[config.mk]
export PLATFORM = sky130hd
export DESIGN_NAME = vstore_unit
export DESIGN_NICKNAME = d
export VERILOG_FILES = /design/src/logic/vstore_pkg.sv /design/src/logic/vstore_ctrl.sv /design/src/logic/vstore_beat_counter.sv /design/src/logic/vstore_addr_gen.sv /design/src/logic/vstore_data_shift.sv /design/src/logic/vstore_unit.sv
export SDC_FILE = /design/constraint.sdc
export NUM_CORES = 1
export LEC_CHECK = 0
export BUFFER_PORTS_ARGS = -buffer_cell sky130_fd_sc_hd__buf_2
export CAP_MARGIN = 20
export CORE_AREA = 2 2 279 281
export CTS_BUF_LIST = sky130_fd_sc_hd__clkbuf_8
export CTS_CLUSTER_DIAMETER = 50
export CTS_CLUSTER_SIZE = 40
export DETAILED_ROUTE_END_ITERATION = 10
export DIE_AREA = 0 0 281 283
export GPL_ROUTABILITY_DRIVEN = 0
export PLACE_DENSITY = 0.69
export REMOVE_ABC_BUFFERS = 1
export SLEW_MARGIN = 10
export SYNTH_ARGS = -nofsm -noshare
export SYNTH_HDL_FRONTEND = slang
export SYNTH_HIERARCHICAL = 1
export SYNTH_SLANG_ARGS = --single-unit
[constraint.sdc]
create_clock -name clk -period 2.1 [get_ports clk]
set_input_delay 0 -clock clk [delete_from_list [all_inputs] [get_ports clk]]
set_output_delay 0 -clock clk [all_outputs]
set_load 0.1 [all_outputs]
[src/logic/vstore_pkg.sv]
// shared widths, opcode and LMUL encodings
// and the bank beat struct for the vector store unit
`default_nettype none

package vstore_pkg;

    //////////////////////////////
    // widths
    //////////////////////////////

    // one data memory bank word
    parameter int WORD_W = 32;
    // banks written side by side on every beat
    parameter int NUM_BANKS = 4;
    // one beat covers all banks
    parameter int BEAT_W = NUM_BANKS * WORD_W;
    // LMUL_4 needs four beats
    parameter int MAX_BEATS = 4;
    // register group data, up to four vector registers of 128 bits
    parameter int STORE_DATA_W = MAX_BEATS * BEAT_W;
    // word address into the data memory
    parameter int ADDR_W_DEFAULT = 14;

    //////////////////////////////
    // encodings
    //////////////////////////////

    // store opcodes from the vector LSU decode
    // only the unit-stride codes are handled here
    typedef enum logic [3:0] {
        VLSU_VSE8  = 4'd7,
        VLSU_VSE16 = 4'd8,
        VLSU_VSE32 = 4'd9
    } store_op_e;

    // register group multiplier, codes 3..7 reserved
    typedef enum logic [2:0] {
        LMUL_1 = 3'd0,
        LMUL_2 = 3'd1,
        LMUL_4 = 3'd2
    } lmul_e;

    // beats still to be written, 0..MAX_BEATS
    typedef logic [2:0] beat_cnt_t;

    // write data of one beat
    // bank0 sits in the low word so a plain 128-bit slice casts straight in
    typedef struct packed {
        logic [WORD_W-1:0] bank3;
        logic [WORD_W-1:0] bank2;
        logic [WORD_W-1:0] bank1;
        logic [WORD_W-1:0] bank0;
    } bank_beat_t;

endpackage

`default_nettype wire

[src/logic/vstore_ctrl.sv]
// store sequencer FSM
// accepts unit-stride requests and runs the write beats
`timescale 1ns/100ps
`default_nettype none

module vstore_ctrl
    import vstore_pkg::*;
(
    input  logic      clk,
    input  logic      nrst,
    input  logic      start,
    input  store_op_e store_op,
    // from the beat counter, final beat is on
    input  logic      last,
    output logic      load,
    output logic      step,
    output logic      busy,
    output logic      dm_v_write,
    output logic      done
);

    //////////////////////////////
    // state
    //////////////////////////////

    typedef enum logic [1:0] {
        IDLE  = 2'd0,
        WRITE = 2'd1,
        DONE  = 2'd2
    } state_e;

    state_e state;
    state_e state_nxt;

    // only VSE8/16/32 start a store, byte layout is the same for all three
    logic op_valid;
    logic accept;

    assign op_valid = (store_op == VLSU_VSE8) ||
                      (store_op == VLSU_VSE16) ||
                      (store_op == VLSU_VSE32);

    // start is only looked at while idle
    // so a second strobe during a store is dropped
    assign accept = (state == IDLE) && start && op_valid;

    always_ff @(posedge clk) begin
        if (!nrst) begin
            state <= IDLE;
        end else begin
            state <= state_nxt;
        end
    end

    always_comb begin
        state_nxt = state;
        case (state)
            IDLE: begin
                if (accept) begin
                    state_nxt = WRITE;
                end
            end
            WRITE: begin
                // one write per cycle until the counter flags the final beat
                if (last) begin
                    state_nxt = DONE;
                end
            end
            DONE: begin
                state_nxt = IDLE;
            end
            default: begin
                state_nxt = IDLE;
            end
        endcase
    end

    //////////////////////////////
    // strobes
    //////////////////////////////

    // capture pulse for counter, address and data registers
    assign load = accept;

    assign dm_v_write = (state == WRITE);

    // advance to the next beat
    // not raised on the final one, so address and data hold that beat afterwards
    assign step = dm_v_write && !last;

    // covers the write beats and the done cycle
    assign busy = (state != IDLE);

    assign done = (state == DONE);

endmodule

`default_nettype wire

[src/logic/vstore_beat_counter.sv]
// beat counter, loads the beat count from LMUL and flags the final beat
`timescale 1ns/100ps
`default_nettype none

module vstore_beat_counter
    import vstore_pkg::*;
(
    input  logic  clk,
    input  logic  nrst,
    input  logic  load,
    input  logic  step,
    input  lmul_e lmul,
    output logic  last
);

    beat_cnt_t remaining;
    beat_cnt_t load_cnt;

    // one 128-bit beat per vector register in the group
    always_comb begin
        case (lmul)
            LMUL_1:  load_cnt = beat_cnt_t'(1);
            LMUL_2:  load_cnt = beat_cnt_t'(2);
            LMUL_4:  load_cnt = beat_cnt_t'(MAX_BEATS);
            // reserved codes fall back to a single beat
            default: load_cnt = beat_cnt_t'(1);
        endcase
    end

    always_ff @(posedge clk) begin
        if (!nrst) begin
            remaining <= '0;
        end else if (load) begin
            remaining <= load_cnt;
        end else if (step) begin
            remaining <= remaining - beat_cnt_t'(1);
        end
    end

    // combinational, valid in the same cycle as the final beat
    assign last = (remaining == beat_cnt_t'(1));

endmodule

`default_nettype wire

[src/logic/vstore_addr_gen.sv]
// running base address and the four consecutive bank word addresses
`timescale 1ns/100ps
`default_nettype none

module vstore_addr_gen
    import vstore_pkg::*;
#(
    parameter int ADDR_W = ADDR_W_DEFAULT
)(
    input  logic                            clk,
    input  logic                            nrst,
    input  logic                            load,
    input  logic                            step,
    input  logic [ADDR_W-1:0]               address,
    output logic [NUM_BANKS-1:0][ADDR_W-1:0] bank_addr
);

    // word address of bank0 for the current beat
    logic [ADDR_W-1:0] base;

    always_ff @(posedge clk) begin
        if (!nrst) begin
            base <= '0;
        end else if (load) begin
            base <= address;
        end else if (step) begin
            // next beat starts right after the four words just written
            base <= base + ADDR_W'(NUM_BANKS);
        end
    end

    // bank i takes word base+i, wraps at the top of the address space
    for (genvar i = 0; i < NUM_BANKS; i++) begin : g_bank
        assign bank_addr[i] = base + ADDR_W'(i);
    end

endmodule

`default_nettype wire

[src/logic/vstore_data_shift.sv]
// register group data holder, presents one 128-bit beat per cycle
`timescale 1ns/100ps
`default_nettype none

module vstore_data_shift
    import vstore_pkg::*;
(
    input  logic                    clk,
    input  logic                    nrst,
    input  logic                    load,
    input  logic                    step,
    input  logic [STORE_DATA_W-1:0] data,
    output bank_beat_t              bank_data
);

    // current beat always sits in the low BEAT_W bits
    logic [STORE_DATA_W-1:0] data_q;

    always_ff @(posedge clk) begin
        if (!nrst) begin
            data_q <= '0;
        end else if (load) begin
            data_q <= data;
        end else if (step) begin
            // drop the beat just written, zeros fill from the top
            data_q <= data_q >> BEAT_W;
        end
    end

    // word i of the beat goes to bank i
    assign bank_data = bank_beat_t'(data_q[BEAT_W-1:0]);

endmodule

`default_nettype wire

[src/logic/vstore_unit.sv]
// vector store unit top
// FSM, beat counter, address generator and data shifter
`timescale 1ns/100ps
`default_nettype none

module vstore_unit
    import vstore_pkg::*;
#(
    parameter int ADDR_W = ADDR_W_DEFAULT
)(
    input  logic                             clk,
    input  logic                             nrst,
    // request
    input  logic                             start,
    input  store_op_e                        store_op,
    input  lmul_e                            lmul,
    input  logic [ADDR_W-1:0]                address,
    input  logic [STORE_DATA_W-1:0]          data,
    // status
    output logic                             busy,
    // bank write port, no back-pressure
    output logic                             dm_v_write,
    output logic [NUM_BANKS-1:0][ADDR_W-1:0] bank_addr,
    output bank_beat_t                       bank_data,
    output logic                             done
);

    //////////////////////////////
    // internal strobes
    //////////////////////////////

    // request captured this cycle
    logic load;
    // move to the next beat at the end of this cycle
    logic step;
    // final beat of the store
    logic last;

    vstore_ctrl vstore_ctrl_i (
        .clk        (clk),
        .nrst       (nrst),
        .start      (start),
        .store_op   (store_op),
        .last       (last),
        .load       (load),
        .step       (step),
        .busy       (busy),
        .dm_v_write (dm_v_write),
        .done       (done)
    );

    vstore_beat_counter vstore_beat_counter_i (
        .clk  (clk),
        .nrst (nrst),
        .load (load),
        .step (step),
        .lmul (lmul),
        .last (last)
    );

    //////////////////////////////
    // datapath
    //////////////////////////////

    // address and data advance in lockstep, both hold the final beat
    vstore_addr_gen #(
        .ADDR_W (ADDR_W)
    ) vstore_addr_gen_i (
        .clk       (clk),
        .nrst      (nrst),
        .load      (load),
        .step      (step),
        .address   (address),
        .bank_addr (bank_addr)
    );

    vstore_data_shift vstore_data_shift_i (
        .clk       (clk),
        .nrst      (nrst),
        .load      (load),
        .step      (step),
        .data      (data),
        .bank_data (bank_data)
    );

endmodule

`default_nettype wire

==> results of run 1 <==
[worst min-delay path, stage by stage]
cell	delay [ns]
dlygate4sd3_1	0.53
buf_2	0.12
nand2_1	0.05
a21boi_1	0.05
[cell type report]
type                            count  area [sq um]
Inverter                            8         32.53
Timing Repair Buffer             1492         12620
Clock buffer                       72         991.0
Clock inverter                     54         693.2
Fill cell                        5905         34020
Antenna cell                        8         20.02
Multi-Input combinational cell   1707         16340
Sequential cell                   531         10680
Tap cell                         1040          1301
[sequential cells by signal, summed over array words and instances (netlist names)]
| name | count |
|---|---|
| vstore_addr_gen_i/base | 14 |
| vstore_beat_counter_i/remaining | 3 |
| vstore_ctrl_i/state | 2 |
| vstore_data_shift_i/data_q | 512 |
[path summary, 6_finish.rpt]
| path | start | end | slack (ns) | depth (start not counted) |
|---|---|---|---|---|
| max | vstore_beat_counter_i/remaining[1]$_SDFFE_PN0P_ | vstore_addr_gen_i/base[12]$_SDFFE_PN0N_ | -0.25 | 10 |
| min | data[439] | vstore_data_shift_i/data_q[439]$_SDFFE_PN0P_ | 0.13 | 4 |
| max reg2reg | vstore_beat_counter_i/remaining[1]$_SDFFE_PN0P_ | vstore_addr_gen_i/base[12]$_SDFFE_PN0N_ | -0.25 | 10 |
| min reg2reg | vstore_data_shift_i/data_q[479]$_SDFFE_PN0P_ | vstore_data_shift_i/data_q[479]$_SDFFE_PN0P_ | 0.55 | 2 |
[per-stage QoR]
step / cell area (sq um) / TNS (ns) / cells / hold WS [ns]
final: 42680 / -3.431 / 4912 / 0.1333
after global routing: 42680 / -6.527 / 4912 / 0.07852
after CTS: 41370 / -6.636 / 4856 / 0.01798
after detailed placement: 33280 / -0.008253 / 4167 / 0.2485
after global placement: 33280 / 0 / 4167 / 0.2495
after floorplan: 26260 / - / 2246 / 0.1177
[cells in the final DEF, fill, tap and decap left out, drive strengths merged, types with 5 or more instances in the layout]
cell type | Yosys | layout
clkinvlp | 0 | 11
a21boi | 129 | 129
xor2 | 19 | 19
diode | 0 | 8
o21ai | 10 | 10
inv | 8 | 24
nand2b | 285 | 285
buf | 253 | 935
nand3 | 8 | 8
o211a | 388 | 388
nand4 | 8 | 8
clkinv | 0 | 16
dlygate4sd3 | 0 | 533
bufinv | 0 | 11
or3b | 128 | 128
nand2 | 142 | 142
mux2 | 384 | 384
a21oi | 5 | 5
nor2 | 9 | 9
nor2b | 7 | 7
nor3 | 8 | 8
or2b | 104 | 104
clkbuf | 125 | 96
nor4 | 7 | 7
xnor2 | 20 | 20
dfxtp | 531 | 531
ha | 7 | 7
[cells by family after synthesis]
kind of cell               after synthesis
AOI/OAI and AO/OA                      547
xor gates and xnor gates                39
adders and majority gates                7
buffers and inverters                  386
DFF                                    531
muxes                                  388
and+or+nand+nor                        726
[repair_timing]
item                                   CTS  global route
resized for setup                      139           115
buffers inserted                        22            26
endpoints found under the hold margin  531             0
gates cloned                             8            23
pin swaps                               28            28
hold buffers                           533             0
setup endpoints to repair               97           462
[report_power, final]
group	switching, W	internal (W)	total (W)
registers	0.000338	0.0106	0.0109
logic	0.00322	0.00293	0.00615
clock network	0.00456	0.00480	0.00936
[per-layer routing]
metal | track usage [%] | up-vias
met5 | 0 | -
met4 | 14.45 | 2
met3 | 4.065 | 415
met2 | 38.18 | 1191
met1 | 23.87 | 12150
li1 | - | 11570
==> results by group, run 1 <==
Final layout
  – Fraction of layout cells with a size suffix above 1: approximately 39%
  – Core Util, Final: a little under three fifths
  – Area Growth Syn to Fin: 49.04%
  – Nets: about 4400

Floorplan
  – Initial Util: between 30% and 40%
  – IO Pins: 723
  – Die X: 281 um
  – Die extent in y: 283 um
  – Rows: 102
  – Die area: just under 80000 sq um
  – Core Region: 76700 sq um

Power
  – Maximum VDD drop: between 0.5 and 0.6 mV
  – PD cells: between 600 and 700 nW/um^2
  – Pwr Total: ~0.026 W
  – Pleak: roughly 22 nW

STA
  – Final Hold Fails: 0
  – RSZ-0062 raised after global routing: yes
  – Clock skew: approximately 0.031 ns
  – Maximum clock rate: between 400 and 500 MHz
  – # setup viols final: 31
  – Tcrit/Tclk final: 112.1%
  – Slew headroom: a little over half
  – Slew Limit Fails: 0
  – Slew @ Worst Pin: approximately 0.66 ns
  – Min cycle time layout: about 2.4 ns
  – Setup WS post-layout: -0.2548 ns

Routing
  – Via count: 25320
  – Routed WL: approximately 98 mm
  – DRT met1 WL: between 30 and 40 mm
  – # DRC: 0
  – Wirelength per Cell: about 20 um
  – DR vias/cell: 5.155
  – Drt first pass iters: 5
  – Max layer used: met5
  – Remaining antenna violation count after routing: 0
  – Starting DRT DRC Count: 1519
  – WL met3: between 6 and 7 mm
  – Routed wl met2: a little under 50 mm

Yosys
  – Count leader, synth: dfxtp_1
  – Post-synthesis compound-gate area fraction: 17.63%
  – Synth warn: 6
  – Yosys reg bits: ~530
  – Dominant cells by area after synthesis: dfxtp_1, mux2_4, o211a_1
  – Seq/Total Area, Yosys: a little under two fifths
  – Post-Synth Adder-Cell Area: less than 1%
  – Synth area leader: dfxtp_1
  – Synthesized area: about 29000 sq um
  – Netlist cell types: 58
  – Share of synthesized area spent on multiplexers: between 10% and 20%
  – Largest family of logic cells by synthesized area: multiplexers
  – Asr flop ratio synth: 0%
  – EDFF count, synth: 0
  – Main synth FF type: dfxtp_1
  – Post-Synth Simple-Gate Area: 16.36%
  – Post-synthesis xor/xnor area fraction: under 10%
  – Synth cell count leaders: dfxtp_1, o211a_1, mux2_4
  – Syn Area/Cell: about 11 sq um
  – Syn Inst Count: 2624
  – Synth top area share: roughly 37%

Hold path
  – Worst Hold Class: primary input to flop

CTS
  – Clock sinks: 531
  – Clock root buffer: clkbuf_8
  – Num CTS Buffers: around 70
  – Worst-Skew Late Latency: about 0.66 ns
  – CTS H-tree depth: 3
  – TritonCTS clock tree: done
  – Longest Clk Path Bufs: 3
  – Clock-pin transition on the worst setup and hold timing paths: about 0.08 ns

Outcome
  – Status: finished, violations left
  – Failing checks: setup timing

Worst setup path
  – Crit path buf inv count: 5
  – Setup CP Type: flop to flop
  – Crit-path max FO: 12
  – Critical path, cell by cell: inv_2 > ha_4 > nor2b_4 > nor2b_4 > buf_12 > buf_16 > buf_8 > buf_4 > nor3_1 > a2111oi_1
  – Slowest-stage cell, CP: a2111oi_1
  – CP arrival: 2.81 ns
  – CP Launch Type: flop
  – Most frequent cell on the critical path: nor2b_4
  – Slowest stage delay, CP: between 0.5 and 0.6 ns
  – Worst Setup End Kind: flop
  – Worst EP required: 2.56 ns
  – Family with the most delay on the worst path: buffers and inverters

Global route
  – Vias in the first global route: between 20000 and 30000
  – Total gr overflow: 0
  – GRT Overall Usage: 21.80%
  – Global-route wire length before repair: about 140 mm
  – Largest net degree at the start of global routing: 113
  – Initial antenna violation count: 10

Job
  – Max-cap violations: 0

Place
  – Post-DP HPWL: approximately 54 mm
  – Worst slack, placed: -0.005433 ns
  – Port bufs: around 720
(Power assumes the default switching activity.)
==> run 2, diff against run 1 <==
--- a/config.mk
+++ b/config.mk
@@ -8,7 +8,7 @@
 export BUFFER_PORTS_ARGS = -buffer_cell sky130_fd_sc_hd__buf_2
 export CAP_MARGIN = 20
 export CORE_AREA = 2 2 279 281
-export CTS_BUF_LIST = sky130_fd_sc_hd__clkbuf_8
+export CTS_BUF_LIST = sky130_fd_sc_hd__clkbuf_2 sky130_fd_sc_hd__clkbuf_4 sky130_fd_sc_hd__clkbuf_8
 export CTS_CLUSTER_DIAMETER = 50
 export CTS_CLUSTER_SIZE = 40
 export DETAILED_ROUTE_END_ITERATION = 10
==> run 2 against run 1 <==
Against the previous run: the run still ends with setup timing left; clock skew is essentially flat; final cell count is the same; routed wire length shrank 1.0%; critical endpoint is now bank_addr[35]; final area is essentially flat; critical path depth shrank 4; sequential share of layout area is essentially flat; via count shrank 0.43%; non-clock buffer count is the same; sequential cell count is the same; largest power group unchanged; setup slack is essentially flat; critical path type is now flop to primary output.
==> results by group, run 2 (synthesis results as in run 1) <==
Global route
  – GRT Overall Usage: 21.80%
  – Global-route wire length before repair: approximately 140 mm
  – Total gr overflow: 0
  – Largest net degree at the start of global routing: around 110
  – Initial antenna violation count: 9
  – Vias in the first global route: approximately 26000

Worst setup path
  – CP arrival: 2.35 ns
  – Worst Setup End Kind: primary output
  – Critical path, cell by cell: ha_4 > nand3_4 > buf_8 > nor2_4 > xor2_2 > buf_12
  – Slowest-stage cell, CP: dfxtp_4
  – Crit-path max FO: 6
  – Slowest stage delay, CP: ~0.40 ns
  – Worst EP required: 2.10 ns
  – Setup CP Type: flop to primary output
  – CP Launch Type: flop

Routing
  – Wirelength per Cell: a little under 20 um
  – DRT met1 WL: ~37 mm
  – Routed WL: around 97 mm
  – DR vias/cell: a little over 5
  – Drt first pass iters: 5
  – # DRC: 0
  – Via count: approximately 25000
  – Remaining antenna violation count after routing: 0
  – WL met3: ~6 mm
  – Routed wl met2: 48.53 mm
  – Starting DRT DRC Count: between 1000 and 1500
  – Max layer used: met4

Floorplan
  – Initial Util: between 30% and 40%
  – Die area: roughly 80000 sq um
  – Rows: between 100 and 150
  – IO Pins: 723
  – Die extent in y: about 280 um
  – Core Region: approximately 77000 sq um
  – Die X: 281 um

Final layout
  – Nets: 4351
  – Fraction of layout cells with a size suffix above 1: approximately two fifths
  – Largest register by flop count: vstore_data_shift_i/data_q
  – Core Util, Final: 55.66%
  – Most frequent cells in the layout: buf_2, dlygate4sd3_1, dfxtp_1
  – Area Growth Syn to Fin: 49.06%
  – Most common cell after layout, fill and taps aside: buf_2
  – Regs by FF count: vstore_data_shift_i/data_q (512), vstore_addr_gen_i/base (14), vstore_beat_counter_i/remaining (3)
  – Max FFs per register: about 510
  – Layout Cells excl Fill: between 4000 and 5000

Power
  – Pleak: around 22 nW
  – Pwr Total: about 0.026 W
  – Maximum VDD drop: between 0.5 and 0.6 mV
  – PD cells: about 620 nW/um^2

Place
  – Placed Cells: around 4200
  – Port bufs: about 720
  – Worst slack, placed: -0.005433 ns
  – Post-DP HPWL: between 50 and 60 mm

STA
  – Slew @ Worst Pin: about 0.65 ns
  – Setup WS post-layout: -0.2546 ns
  – Tcrit/Tclk final: 112.1%
  – Clock skew: a little over 0.03 ns
  – RSZ-0062 raised after global routing: yes
  – Slew headroom: 56.81%
  – Final Hold Fails: 0
  – Maximum clock rate: 424.7 MHz
  – Min cycle time layout: between 2 and 2.5 ns
  – # setup viols final: 28
  – Slew Limit Fails: 0

Hold path
  – Worst Hold Class: primary input to flop

CTS
  – CTS H-tree depth: 3
  – TritonCTS clock tree: done
  – Longest Clk Path Bufs: 3
  – Clock sinks: around 530
  – Worst-Skew Late Latency: about 0.65 ns
  – Clock root buffer: clkbuf_8
  – Clock-pin transition on the worst setup and hold timing paths: approximately 0.090 ns
  – Num CTS Buffers: 68

Outcome
  – Status: finished, violations left
  – Failing checks: setup timing

Job
  – Max-cap violations: 0
==> run 2: what timing repair did <==
action,CTS,global route
gates resized for setup,139,115
hold buffers,533,0
setup buffers,22,26
setup endpoints to repair,97,462
pin swaps,28,28
hold endpoints to repair,531,0
gates cloned,8,23
==> run 2: metal layers <==
layer  GRT usage, %  up-vias
met1          23.85    12090
met3          4.098      393
met2          38.28     1148
li1               -    11580
met4          14.25        0
met5              0        -
==> run 2: worst max-delay path, delay by kind of cell (launching register included) <==
family | cells | cell delay, ns
DFF | 1 | 0.40
buffers and inverters | 2 | 0.43
adders and majority gates | 1 | 0.19
and+or+nand+nor | 2 | 0.32
xor gates and xnor gates | 1 | 0.36
==> run 2: per-stage QoR <==
stage	TNS, ns	hold slack (ns)	area [sq um]
detailed placement	-0.008253	0.2485	33280
finish	-2.446	0.1338	42690
global placement	0	0.2495	33280
global route	-5.946	0.07852	42690
floorplan	-	0.1177	26260
CTS	-6.639	0.01798	41380
==> run 2: layout make-up <==
class | count | area [sq um]
Fill cell | 5906 | 34010
Inverter | 8 | 32.53
Multi-Input combinational cell | 1707 | 16340
Timing Repair Buffer | 1492 | 12620
Clock inverter | 52 | 685.7
Clock buffer | 74 | 1006
Tap cell | 1040 | 1301
Sequential cell | 531 | 10680
Antenna cell | 8 | 20.02
==> run 2: where the power goes <==
group          leakage (nW)  internal (W)  switching, W
sequential             4.33        0.0106      0.000334
clock                 0.829       0.00484       0.00459
combinational          17.0       0.00293       0.00321
total                  22.2        0.0183       0.00813
==> run 2: final timing paths <==
check                                                                     start                                           end  slack [ns]  cells past startpoint
worst max-delay path                     vstore_addr_gen_i/base[1]$_SDFFE_PN0P_                                 bank_addr[35]       -0.25                      6
worst min-delay path                                                  data[439]  vstore_data_shift_i/data_q[439]$_SDFFE_PN0P_        0.13                      4
worst max register to register  vstore_beat_counter_i/remaining[1]$_SDFFE_PN0P_       vstore_addr_gen_i/base[13]$_SDFFE_PN0N_       -0.06                      9
worst min register to register     vstore_data_shift_i/data_q[479]$_SDFFE_PN0P_  vstore_data_shift_i/data_q[479]$_SDFFE_PN0P_        0.55                      2
